**src/common/isa_pkg.sv**
```systemverilog
package isa_pkg;

	// ======================================================================
	// instruction word layout
	// ======================================================================
	localparam int instr_w = 17;	// full instruction word
	localparam int rn_w = 3;	// source/destination register field
	localparam int cond_w = 2;	// condition field
	localparam int opc_w = 4;	// opcode width, same in all three formats
	localparam int imm8_w = 8;
	localparam int imm3_w = 3;

	// i8 opcodes, even code is the immediate form and odd the register form
	localparam logic [opc_w-1:0] op_ori = 4'd0;
	localparam logic [opc_w-1:0] op_orr = 4'd1;
	localparam logic [opc_w-1:0] op_andi = 4'd2;
	localparam logic [opc_w-1:0] op_andr = 4'd3;
	localparam logic [opc_w-1:0] op_addi = 4'd4;
	localparam logic [opc_w-1:0] op_addr = 4'd5;
	localparam logic [opc_w-1:0] op_subi = 4'd6;
	localparam logic [opc_w-1:0] op_subr = 4'd7;
	localparam logic [opc_w-1:0] op_ldi = 4'd8;
	localparam logic [opc_w-1:0] op_bf = 4'd13;	// pc relative, signed imm8
	localparam logic [opc_w-1:0] op_prefix = 4'd15;	// escapes into i3 space

	// i3 opcodes, sub_reg picks register amount over imm3
	localparam logic [opc_w-1:0] op3_shlz = 4'd0;
	localparam logic [opc_w-1:0] op3_shlo = 4'd1;
	localparam logic [opc_w-1:0] op3_shrz = 4'd2;
	localparam logic [opc_w-1:0] op3_asr = 4'd3;
	localparam logic [opc_w-1:0] op3_out = 4'd11;
	localparam logic [opc_w-1:0] op3_prefix = 4'd15;	// escapes into i0 space

	// i0 opcodes live in the low nibble
	localparam logic [opc_w-1:0] op0_not = 4'd0;
	localparam logic [opc_w-1:0] op0_test = 4'd2;
	localparam logic [opc_w-1:0] op0_nop = 4'd15;

	// condition codes
	localparam logic [cond_w-1:0] cond_z = 2'd0;
	localparam logic [cond_w-1:0] cond_nz = 2'd1;	// not zero
	localparam logic [cond_w-1:0] cond_n = 2'd2;
	localparam logic [cond_w-1:0] cond_al = 2'd3;

	// i8 view
	typedef struct packed {
		logic [rn_w-1:0] rn;
		logic [cond_w-1:0] cond;
		logic [opc_w-1:0] opcode;
		logic [imm8_w-1:0] imm8;
	} i8_fmt_t;

	// short view, shared by the i3 and i0 forms
	typedef struct packed {
		logic [rn_w-1:0] rn;
		logic [cond_w-1:0] cond;
		logic [opc_w-1:0] prefix;	// op_prefix here
		logic [opc_w-1:0] sub_opcode;
		logic sub_reg;
		logic [imm3_w-1:0] imm3;
	} short_fmt_t;

	typedef union packed {
		i8_fmt_t i8;
		short_fmt_t sh;
	} instr_t;

	// always-executed nop, both prefixes then op0_nop
	localparam logic [instr_w-1:0] instr_nop =
		{{rn_w{1'b0}}, cond_al, op_prefix, op3_prefix, op0_nop};

endpackage

```
**src/common/core_pkg.sv**
```systemverilog
package core_pkg;

	// datapath sizes
	localparam int d_w = 8;
	localparam int reg_adr_w = 3;
	localparam int num_regs = 1 << reg_adr_w;	// eight data registers
	localparam int pc_w = 10;	// 1k word program space
	localparam int shamt_w = 3;	// shift amount taken from low bits of b

	// ======================================================================
	// alu operation codes
	// ======================================================================
	typedef logic [3:0] alu_op_t;

	localparam alu_op_t alu_or = 4'd0;
	localparam alu_op_t alu_and = 4'd1;
	localparam alu_op_t alu_add = 4'd2;
	localparam alu_op_t alu_sub = 4'd3;
	localparam alu_op_t alu_pass_b = 4'd4;	// ldi
	localparam alu_op_t alu_not = 4'd5;
	localparam alu_op_t alu_shlz = 4'd6;
	localparam alu_op_t alu_shlo = 4'd7;	// shift left, ones in
	localparam alu_op_t alu_shrz = 4'd8;
	localparam alu_op_t alu_asr = 4'd9;

	// decode to execute, one register stage
	typedef struct packed {
		logic valid;	// cleared for nop, spare codes and squashed slots
		alu_op_t alu_op;
		logic [reg_adr_w-1:0] rd;
		logic [d_w-1:0] a;	// rn contents, bypassed
		logic [d_w-1:0] b;	// immediate or second register
		logic wr_en;
		logic is_test;
		logic is_out;
		logic is_branch;
		logic [isa_pkg::cond_w-1:0] cond;
		logic [pc_w-1:0] branch_target;
	} dec_op_t;

	// commit to register file
	typedef struct packed {
		logic en;
		logic [reg_adr_w-1:0] adr;
		logic [d_w-1:0] data;
	} wb_t;

endpackage

```
**src/execute/alu.sv**
```systemverilog
`timescale 1ns/100ps

// combinational alu
// a is always rn, b is the immediate or second register
module alu
(
	input core_pkg::alu_op_t i_op,
	input logic [core_pkg::d_w-1:0] i_a,
	input logic [core_pkg::d_w-1:0] i_b,
	output logic [core_pkg::d_w-1:0] o_y
);
	import core_pkg::*;

	logic sub;	// subtract through the shared adder
	logic [d_w-1:0] addsub;
	logic [shamt_w-1:0] shamt;
	logic [d_w-1:0] fill;	// low ones for shlo

	// one adder for add and sub, invert b and carry in one
	assign sub = (i_op == alu_sub);
	assign addsub = i_a + (sub ? ~i_b : i_b) + d_w'(sub);	// wraps at 8 bits

	// shifts only look at the bottom three bits of b
	assign shamt = i_b[shamt_w-1:0];

	// ones in the bits vacated by a left shift of shamt
	assign fill = ~({d_w{1'b1}} << shamt);

	always_comb
	begin
		case (i_op)
			alu_or: o_y = i_a | i_b;
			alu_and: o_y = i_a & i_b;
			alu_add, alu_sub: o_y = addsub;
			alu_pass_b: o_y = i_b;	// load immediate
			alu_not: o_y = ~i_a;
			alu_shlz: o_y = i_a << shamt;
			alu_shlo: o_y = (i_a << shamt) | fill;
			alu_shrz: o_y = i_a >> shamt;
			alu_asr:
			begin
				// sign bit copied into the top
				o_y = $signed(i_a) >>> shamt;
			end
			default: o_y = '0;	// spare codes
		endcase
	end

endmodule

```
**src/execute/commit_unit.sv**
```systemverilog
`timescale 1ns/100ps

// execute stage commit
// condition check, flags, out port, write-back and branch resolution
module commit_unit
(
	input logic clk,
	input logic reset,
	input core_pkg::dec_op_t i_dec,
	input logic [core_pkg::d_w-1:0] i_result,	// alu output
	output core_pkg::wb_t o_wb,
	output logic o_redirect,
	output logic [core_pkg::pc_w-1:0] o_target,
	output logic [core_pkg::d_w-1:0] o_out,
	output logic o_out_valid
);
	import core_pkg::*;
	import isa_pkg::*;

	logic z;	// set by test only
	logic n;
	logic cond_ok;
	logic exec_ok;	// valid slot whose condition holds

	// ======================================================================
	// condition and write-back
	// ======================================================================
	// every instruction is conditional on the registered flags
	always_comb
	begin
		case (i_dec.cond)
			cond_z: cond_ok = z;
			cond_nz: cond_ok = !z;
			cond_n: cond_ok = n;
			cond_al: cond_ok = 1'b1;
		endcase
	end

	assign exec_ok = i_dec.valid && cond_ok;

	always_comb
	begin
		o_wb.en = exec_ok && i_dec.wr_en;
		o_wb.adr = i_dec.rd;
		o_wb.data = i_result;
	end

	// taken branch redirects fetch right away
	assign o_redirect = exec_ok && i_dec.is_branch;
	assign o_target = i_dec.branch_target;

	// ======================================================================
	// flags and out port
	// ======================================================================
	always_ff @(posedge clk)
	begin
		if (reset)
		begin
			z <= 1'b0;
			n <= 1'b0;
			o_out_valid <= 1'b0;
		end
		else
		begin
			o_out_valid <= exec_ok && i_dec.is_out;	// one cycle strobe
			if (exec_ok && i_dec.is_test)
			begin
				z <= (i_dec.a == '0);
				n <= i_dec.a[d_w-1];	// sign of rn
			end
		end
	end

	always_ff @(posedge clk)
	begin
		if (exec_ok && i_dec.is_out)
		begin
			o_out <= i_dec.a;
		end
	end

endmodule

```
**src/verilog/instr_decoder.sv**
```systemverilog
`timescale 1ns/100ps

// decode and register read
module instr_decoder
(
	input logic clk,
	input logic reset,
	input isa_pkg::instr_t i_instr,
	input logic [core_pkg::pc_w-1:0] i_pc,	// address i_instr came from
	input logic i_squash,	// taken branch, drop this slot
	output logic [core_pkg::reg_adr_w-1:0] o_rd_adr_a,
	output logic [core_pkg::reg_adr_w-1:0] o_rd_adr_b,
	input logic [core_pkg::d_w-1:0] i_rd_data_a,
	input logic [core_pkg::d_w-1:0] i_rd_data_b,
	output core_pkg::dec_op_t o_dec
);
	import core_pkg::*;
	import isa_pkg::*;

	instr_t slot;	// word actually decoded
	logic is_i8;
	logic is_i3;
	logic [pc_w-1:0] br_ofs;	// sign extended imm8
	dec_op_t dec_next;

	// register addresses come straight from the fetched word
	// imm8 low bits and imm3 are the same three bits of the word
	assign o_rd_adr_a = i_instr.i8.rn;
	assign o_rd_adr_b = i_instr.sh.imm3;

	// reset and squash turn the slot into a nop, which decodes invalid
	assign slot = (reset || i_squash) ? instr_t'(instr_nop) : i_instr;

	assign is_i8 = (slot.i8.opcode != op_prefix);
	assign is_i3 = !is_i8 && (slot.sh.sub_opcode != op3_prefix);
	assign br_ofs = {{(pc_w-imm8_w){slot.i8.imm8[imm8_w-1]}}, slot.i8.imm8};

	// ======================================================================
	// format and opcode decode
	// ======================================================================
	always_comb
	begin
		dec_next = '0;
		dec_next.rd = slot.i8.rn;	// rn is both source a and destination
		dec_next.cond = slot.i8.cond;
		dec_next.a = i_rd_data_a;
		dec_next.branch_target = i_pc + br_ofs;
		if (is_i8)
		begin
			// odd opcode takes the register named by imm8
			dec_next.b = slot.i8.opcode[0] ? i_rd_data_b : d_w'(slot.i8.imm8);
			dec_next.valid = 1'b1;
			dec_next.wr_en = 1'b1;
			case (slot.i8.opcode)
				op_ori, op_orr: dec_next.alu_op = alu_or;
				op_andi, op_andr: dec_next.alu_op = alu_and;
				op_addi, op_addr: dec_next.alu_op = alu_add;
				op_subi, op_subr: dec_next.alu_op = alu_sub;
				op_ldi: dec_next.alu_op = alu_pass_b;
				op_bf:
				begin
					dec_next.wr_en = 1'b0;
					dec_next.is_branch = 1'b1;
				end
				default: dec_next.valid = 1'b0;	// spare i8 codes do nothing
			endcase
		end
		else if (is_i3)
		begin
			dec_next.b = slot.sh.sub_reg ? i_rd_data_b : d_w'(slot.sh.imm3);
			dec_next.valid = 1'b1;
			dec_next.wr_en = 1'b1;
			case (slot.sh.sub_opcode)
				op3_shlz: dec_next.alu_op = alu_shlz;
				op3_shlo: dec_next.alu_op = alu_shlo;
				op3_shrz: dec_next.alu_op = alu_shrz;
				op3_asr: dec_next.alu_op = alu_asr;
				op3_out:
				begin
					dec_next.wr_en = 1'b0;
					dec_next.is_out = 1'b1;	// value travels on a
				end
				default: dec_next.valid = 1'b0;
			endcase
		end
		else
		begin
			// i0, opcode in the low nibble
			case (slot.i8.imm8[opc_w-1:0])
				op0_not:
				begin
					dec_next.valid = 1'b1;
					dec_next.wr_en = 1'b1;
					dec_next.alu_op = alu_not;
				end
				op0_test:
				begin
					dec_next.valid = 1'b1;
					dec_next.is_test = 1'b1;
				end
				default: dec_next.valid = 1'b0;	// op0_nop and spares
			endcase
		end
	end

	always_ff @(posedge clk)
	begin
		o_dec <= dec_next;
	end

endmodule

```
**src/verilog/pat_core.sv**
```systemverilog
`timescale 1ns/100ps

// two stage core
// stage 1 fetch/decode/register read, stage 2 alu and commit
module pat_core
(
	input logic clk,
	input logic reset,
	output logic [core_pkg::pc_w-1:0] o_pc,	// word address to program store
	input isa_pkg::instr_t i_instr,	// word at o_pc, same cycle
	output logic [core_pkg::d_w-1:0] o_out,
	output logic o_out_valid,
	output logic o_jump	// taken branch in execute
);
	import core_pkg::*;

	dec_op_t dec;	// decode -> execute
	wb_t wb;	// commit -> register file
	logic [reg_adr_w-1:0] rd_adr_a;
	logic [reg_adr_w-1:0] rd_adr_b;
	logic [d_w-1:0] rd_data_a;
	logic [d_w-1:0] rd_data_b;
	logic [d_w-1:0] alu_y;
	logic redirect;
	logic [pc_w-1:0] target;

	assign o_jump = redirect;

	// ======================================================================
	// fetch and decode
	// ======================================================================
	program_counter i_program_counter (.clk(clk), .reset(reset), .i_redirect(redirect),
		.i_target(target), .o_pc(o_pc));

	instr_decoder i_instr_decoder (.clk(clk), .reset(reset), .i_instr(i_instr), .i_pc(o_pc),
		.i_squash(redirect), .o_rd_adr_a(rd_adr_a), .o_rd_adr_b(rd_adr_b),
		.i_rd_data_a(rd_data_a), .i_rd_data_b(rd_data_b), .o_dec(dec));

	register_file i_register_file (.clk(clk), .i_adr_a(rd_adr_a), .i_adr_b(rd_adr_b),
		.o_data_a(rd_data_a), .o_data_b(rd_data_b), .i_wb(wb));

	// ======================================================================
	// execute and commit
	// ======================================================================
	alu i_alu (.i_op(dec.alu_op), .i_a(dec.a), .i_b(dec.b), .o_y(alu_y));

	commit_unit i_commit_unit (.clk(clk), .reset(reset), .i_dec(dec), .i_result(alu_y),
		.o_wb(wb), .o_redirect(redirect), .o_target(target), .o_out(o_out),
		.o_out_valid(o_out_valid));

endmodule

```
**src/verilog/program_counter.sv**
```systemverilog
`timescale 1ns/100ps

// fetch address
// steps by one word per cycle, loads the target after a taken branch
module program_counter
(
	input logic clk,
	input logic reset,
	input logic i_redirect,	// taken bf in execute this cycle
	input logic [core_pkg::pc_w-1:0] i_target,
	output logic [core_pkg::pc_w-1:0] o_pc
);
	import core_pkg::*;

	logic [pc_w-1:0] pc_next;

	// the redirect wins over the increment
	// the slot fetched alongside it is dropped by the decoder
	always_comb
	begin
		if (i_redirect)
		begin
			pc_next = i_target;
		end
		else
		begin
			pc_next = o_pc + 1'b1;	// wraps at the top of program space
		end
	end

	always_ff @(posedge clk)
	begin
		if (reset)
		begin
			o_pc <= '0;	// programs start at word 0
		end
		else
		begin
			o_pc <= pc_next;
		end
	end

endmodule

```
**src/verilog/register_file.sv**
```systemverilog
`timescale 1ns/100ps

// eight data registers, one write port and two read ports
module register_file
(
	input logic clk,
	input logic [core_pkg::reg_adr_w-1:0] i_adr_a,
	input logic [core_pkg::reg_adr_w-1:0] i_adr_b,
	output logic [core_pkg::d_w-1:0] o_data_a,
	output logic [core_pkg::d_w-1:0] o_data_b,
	input core_pkg::wb_t i_wb	// from commit, same cycle as execute
);
	import core_pkg::*;

	logic [d_w-1:0] regs [num_regs];

	// forward the write in flight when it targets the register being read
	// lets a dependent instruction follow directly behind its producer
	function automatic logic [d_w-1:0] bypass
	(
		input logic [reg_adr_w-1:0] adr,
		input logic [d_w-1:0] stored,
		input wb_t wb
	);
		if (wb.en && (wb.adr == adr))
		begin
			return wb.data;
		end
		return stored;
	endfunction

	assign o_data_a = bypass(i_adr_a, regs[i_adr_a], i_wb);
	assign o_data_b = bypass(i_adr_b, regs[i_adr_b], i_wb);

	always_ff @(posedge clk)
	begin
		if (i_wb.en)
		begin
			regs[i_wb.adr] <= i_wb.data;
		end
	end

endmodule
```
**config.mk**
```make
export PLATFORM = sky130hd
export DESIGN_NAME = pat_core
export DESIGN_NICKNAME = d
export VERILOG_FILES = /design/src/common/isa_pkg.sv /design/src/common/core_pkg.sv /design/src/execute/alu.sv /design/src/execute/commit_unit.sv /design/src/verilog/instr_decoder.sv /design/src/verilog/pat_core.sv /design/src/verilog/program_counter.sv /design/src/verilog/register_file.sv
export SDC_FILE = /design/constraint.sdc
export NUM_CORES = 1
export LEC_CHECK = 0
export ABC_CLOCK_PERIOD_IN_PS = 3300
export BUFFER_PORTS_ARGS = -buffer_cell sky130_fd_sc_hd__buf_4
export CAP_MARGIN = 20
export CELL_PAD_IN_SITES_DETAIL_PLACEMENT = 0
export CELL_PAD_IN_SITES_GLOBAL_PLACEMENT = 1
export CORE_UTILIZATION = 30
export CTS_CLUSTER_DIAMETER = 80
export DETAILED_ROUTE_END_ITERATION = 10
export PLACE_DENSITY = 0.52
export SETUP_SLACK_MARGIN = 0.4
export SLEW_MARGIN = 20
export SYNTH_ARGS = -nofsm -noshare
export SYNTH_HDL_FRONTEND = slang
export SYNTH_SLANG_ARGS = --single-unit
```
**constraint.sdc**
```tcl
create_clock -name clk -period 3.3 [get_ports clk]
set_clock_uncertainty 0.1 [all_clocks]
set_input_delay 0.33 -clock clk [delete_from_list [all_inputs] [get_ports clk]]
set_output_delay 0.33 -clock clk [all_outputs]
set_load 0.01 [all_outputs]
```
==> metrics.sh <==
RRSETUPSLACK_PS=-40
SYNTH_FF_TYPE='edfxtp_1'
DIEAREA_UM2=24300
OUTCOME='finished, violations left'
HOLD_PATH_DEPTH=2
FINAL_AREA_UM2=9520
GLOBALROUTEOVERFLOWTOTAL=0
TIMING.CRITICAL_PATH.TO_TYPE='flip-flop'
CP_SLOWEST_STAGE_DELAY_PS=530
WORST_PATH_MAX_DELAY_CELL='mux4_2'
FINALSETUPVIOLATIONS=19
YOSYSTOPAREACELLSHARE=0.305
FMAXACHIEVABLE_GHz=0.299
RSZ0062_AT_GRT='true'
CRIT_CHAIN='buf_4 > mux4_2 > mux2i_4 > inv_2 > buf_4 > fa_2 > a21o_1 > a21o_1 > a21o_1 > a21oi_2 > xnor2_1 > a22o_1 > nand2b_4'
AREA_DELTA_SYNTH_FINAL_PCT=34.3
TIMING.REG2REG.WORST_PATH_DEPTH=13
TIMING.CRITICAL_PATH.ARRIVAL_PS=3390
SETUP_WS_PS=-40.0
P_LEAK_nW=3.64
ASYNC_RESET_FF_FRAC=0
GLOBALROUTETOTALUTIL=0.198
PROPORTION_OF_SYNTHESIZED_CHIP_AREA_IN_SEQUENTIAL_CELLS=0.440
SYNTHESIS.AREA_UM2=7090
REMAINING_DRC_ERRORS=0
DRIVE_ABOVE_1_SHARE=0.377
TIMING.FINAL.CRIT_SHARE=1.01
SETUP_CRIT_START_KIND='flip-flop'
TOP_LEVEL_PORTS=39
SYNTH_CELL_TYPES=71
START_UTIL=0.309
DRT_PRE_ANTENNA_ITERS=5
REG_TO_REG_ENDPOINT='i_register_file.regs[4][6]'
CTS_MADE_BUFFERS=17
AREA_OF_THE_CORE_REGION_UM2=22900
WORST-SLEW-PIN-TRANSITION_PS=572
MAXCAPVIOLATIONS=0
CTSHTREEMAXLEVEL=4
MAX_SLEW_MARGIN=0.616
VIAS_IN_THE_FIRST_GLOBAL_ROUTE=5997
DR_TOTAL_VIAS=5886
IRDROPWORSTVDD_uV=410
WIRE_LENGTH_AFTER_DETAILED_ROUTING_MM=23.0
NUMBER_OF_REGISTER_BITS_INFERRED_BY_SYNTHESIS=120
POST-PLACE-WS_PS=-266
HOLD_START='i_instr[11]'
VIAS_PER_CELL=5.31
CLOCK-SINKS=120
MAX-CLOCK-PATH-BUFFERS=2
DIE_H_UM=156
FIRST_PASS_GRT_WIRE_LENGTH_MM=35.4
SYNTH_AREA_LEADERS='edfxtp_1 (30%), dfxtp_1 (14%), mux4_2 (11%)'
FLOORPLAN.DIE.WIDTH_UM=156
LAYOUT_COMMON_CELLS='buf_4 (122), edfxtp_1 (72), nor2_1 (55), nand2_1 (52), dfxtp_1 (45)'
POWER_DENSITY_nW_PER_UM2=475
SYNTH_ENABLE_FLOP_CELLS=72
HPWLAFTERDP_MM=17.0
PLACED_CELL_AREA_UM2=8190
POSTSYNTHCELLCOUNT=656
FAILED_CHECKS='setup timing'
HOLDPATHEND='i_instr_decoder.o_dec[36]'
CRIT_REQUIRED_PS=3350
SYNTHESIS.AREA_PER_INSTANCE_UM2=10.8
SYNTH_TOP_CELL_BY_AREA='edfxtp_1'
NUM-NETS-FINAL=823
MIN-DELAY-PATH-CLASS='input pin to flip-flop'
CRITICAL_PATH.TOP_DELAY_FAMILY='compound AO/OA/AOI/OAI gates'
WORSTPATHBUFFERINVERTERCOUNT=3
CRITICALPATHCATEGORY='flip-flop to flip-flop'
SYN_NETS=696
CLOCK_INSERTION_DELAY_WORST_SKEW_PS=420
WL_PER_CELL_UM=20.7
LAYOUT_COMMONEST_CELL='buf_4'
YS_WARN_COUNT=0
LARGEST_NET_DEGREE_AT_THE_START_OF_GLOBAL_ROUTING=25
MAXSLEWVIOLCOUNT=0
DRT_FIRST_ITER_VIOLATIONS=417
ANTENNA_FOUND_INITIAL=1
WORSTSETUPPATHDEPTH=13
MIN_PERIOD_PS=3340
PORTBUFFERS=38
CP_MAX_FO=8
CTS.CLK_SLEW.WORST_PATHS_PS=60
CLOCKROOTBUFFER='clkbuf_16'
FINAL-HOLD-VIOLATION-COUNT=0
CORE.ROWCOUNT=55
DRT.ANTENNA.VIOLATING_NETS=0
CRITICAL_PATH.MOST_COMMON_CELL='a21o_1'
SETUP-TNS-FINAL_PS=-347
GP_CONGESTION=0.906
ANTENNADIODECOUNT=0
TRITONCTS='built'
[final cells by class]
cell class                 instances  area [µm²]
multi-input combinational        472        4130
timing repair buffer             145        1190
sequential                       120        3130
clock inverter                    12        83.8
fill                            2168       13400
tap                              313         392
inverter                          27         110
clock buffer                      20         489
[power breakdown]
part	switching, mW	internal (mW)	total [mW]
registers	0.0456	1.68	1.73
logic	0.506	0.481	0.987
clock network	0.732	1.08	1.81
total	1.28	3.24	4.52
[cell usage after synthesis (all sizes together) (8+ instances only)]
cell type,count
a21oi,28
ha,19
mux2,8
nand3,20
o21ai,33
edfxtp,72
a211oi,15
dfxtp,48
nor2,56
mux2i,24
xor2,12
clkbuf,23
nand2,57
a21o,8
mux4,37
xnor2,22
nor3,12
or3,16
inv,27
buf,14
[worst max-delay path by stage]
stage	start	end	slack, ps
2_1_floorplan	flip-flop	i_register_file.regs[0][6]	70
5_1_grt	flip-flop	i_instr_decoder.o_dec[20]	-150
3_5_place_dp	flip-flop	i_instr_decoder.o_dec[19]	-270
6_report	flip-flop	i_register_file.regs[4][6]	-40
3_3_place_gp	flip-flop	i_instr_decoder.o_dec[19]	-160
4_1_cts	flip-flop	i_instr_decoder.o_dec[20]	-50
[worst register-to-register path: stages, from the launching register on]
cell and delay [ps]:
dfxtp_4 380, buf_4 120, mux4_2 530, mux2i_4 200, inv_2 80, buf_4 160
fa_2 340, a21o_1 160, a21o_1 220, a21o_1 180, a21oi_2 130, xnor2_1 80
a22o_1 210, nand2b_4 180
[state kept, by name, indices dropped and copies added (netlist names), named ones only]
register / count
i_register_file.regs: 64
i_commit_unit.n: 1
i_program_counter.o_pc: 10
i_instr_decoder.o_dec: 32
i_commit_unit.z: 1
i_commit_unit.o_out_valid: 1
i_commit_unit.o_out: 8
[layer usage]
| layer | vias up | share of wire | global-route usage |
|---|---|---|---|
| li1 | 2745 | - | - |
| met1 | 2907 | 0.47 | 0.267 |
| met3 | 38 | 0.051 | 0.0453 |
| met2 | 194 | 0.46 | 0.308 |
| met5 | - | 0.00039 | 0 |
| met4 | 2 | 0.024 | 0.0752 |
[kinds of logic (layout without fill, tap and decap cells)]
logic type,count (synthesis),count (layout),share of synthesized area
fa+ha+maj,21,21,0.0392
simple gates,213,213,0.147
buf+inv,64,204,0.0362
xor+xnor,34,34,0.0420
mux,69,69,0.166
compound gates,135,135,0.129
flops,120,120,0.440
[timing repair]
| action | in CTS | in global routing |
|---|---|---|
| hold buffers | 5 | 0 |
| setup buffers | 30 | 6 |
| endpoints found under the hold margin | 5 | 0 |
| gates resized for setup | 63 | 35 |
| pin swaps | 44 | 35 |
| endpoints found under the setup margin | 74 | 77 |
[stage by stage]
step / power (mW) / instances / hold WS [ps] / util
2_1_floorplan: 2.24 / 656 / 258 / -
3_3_place_gp: 2.54 / 1036 / 353 / 0.357
3_5_place_dp: 2.54 / 1036 / 360 / 0.357
4_1_cts: 4.51 / 1103 / 35.3 / 0.407
5_1_grt: 4.71 / 1109 / 40.3 / 0.416
6_report: 4.52 / 1109 / 57.0 / 0.416
Note: power is estimated with default switching activity, not from simulation.
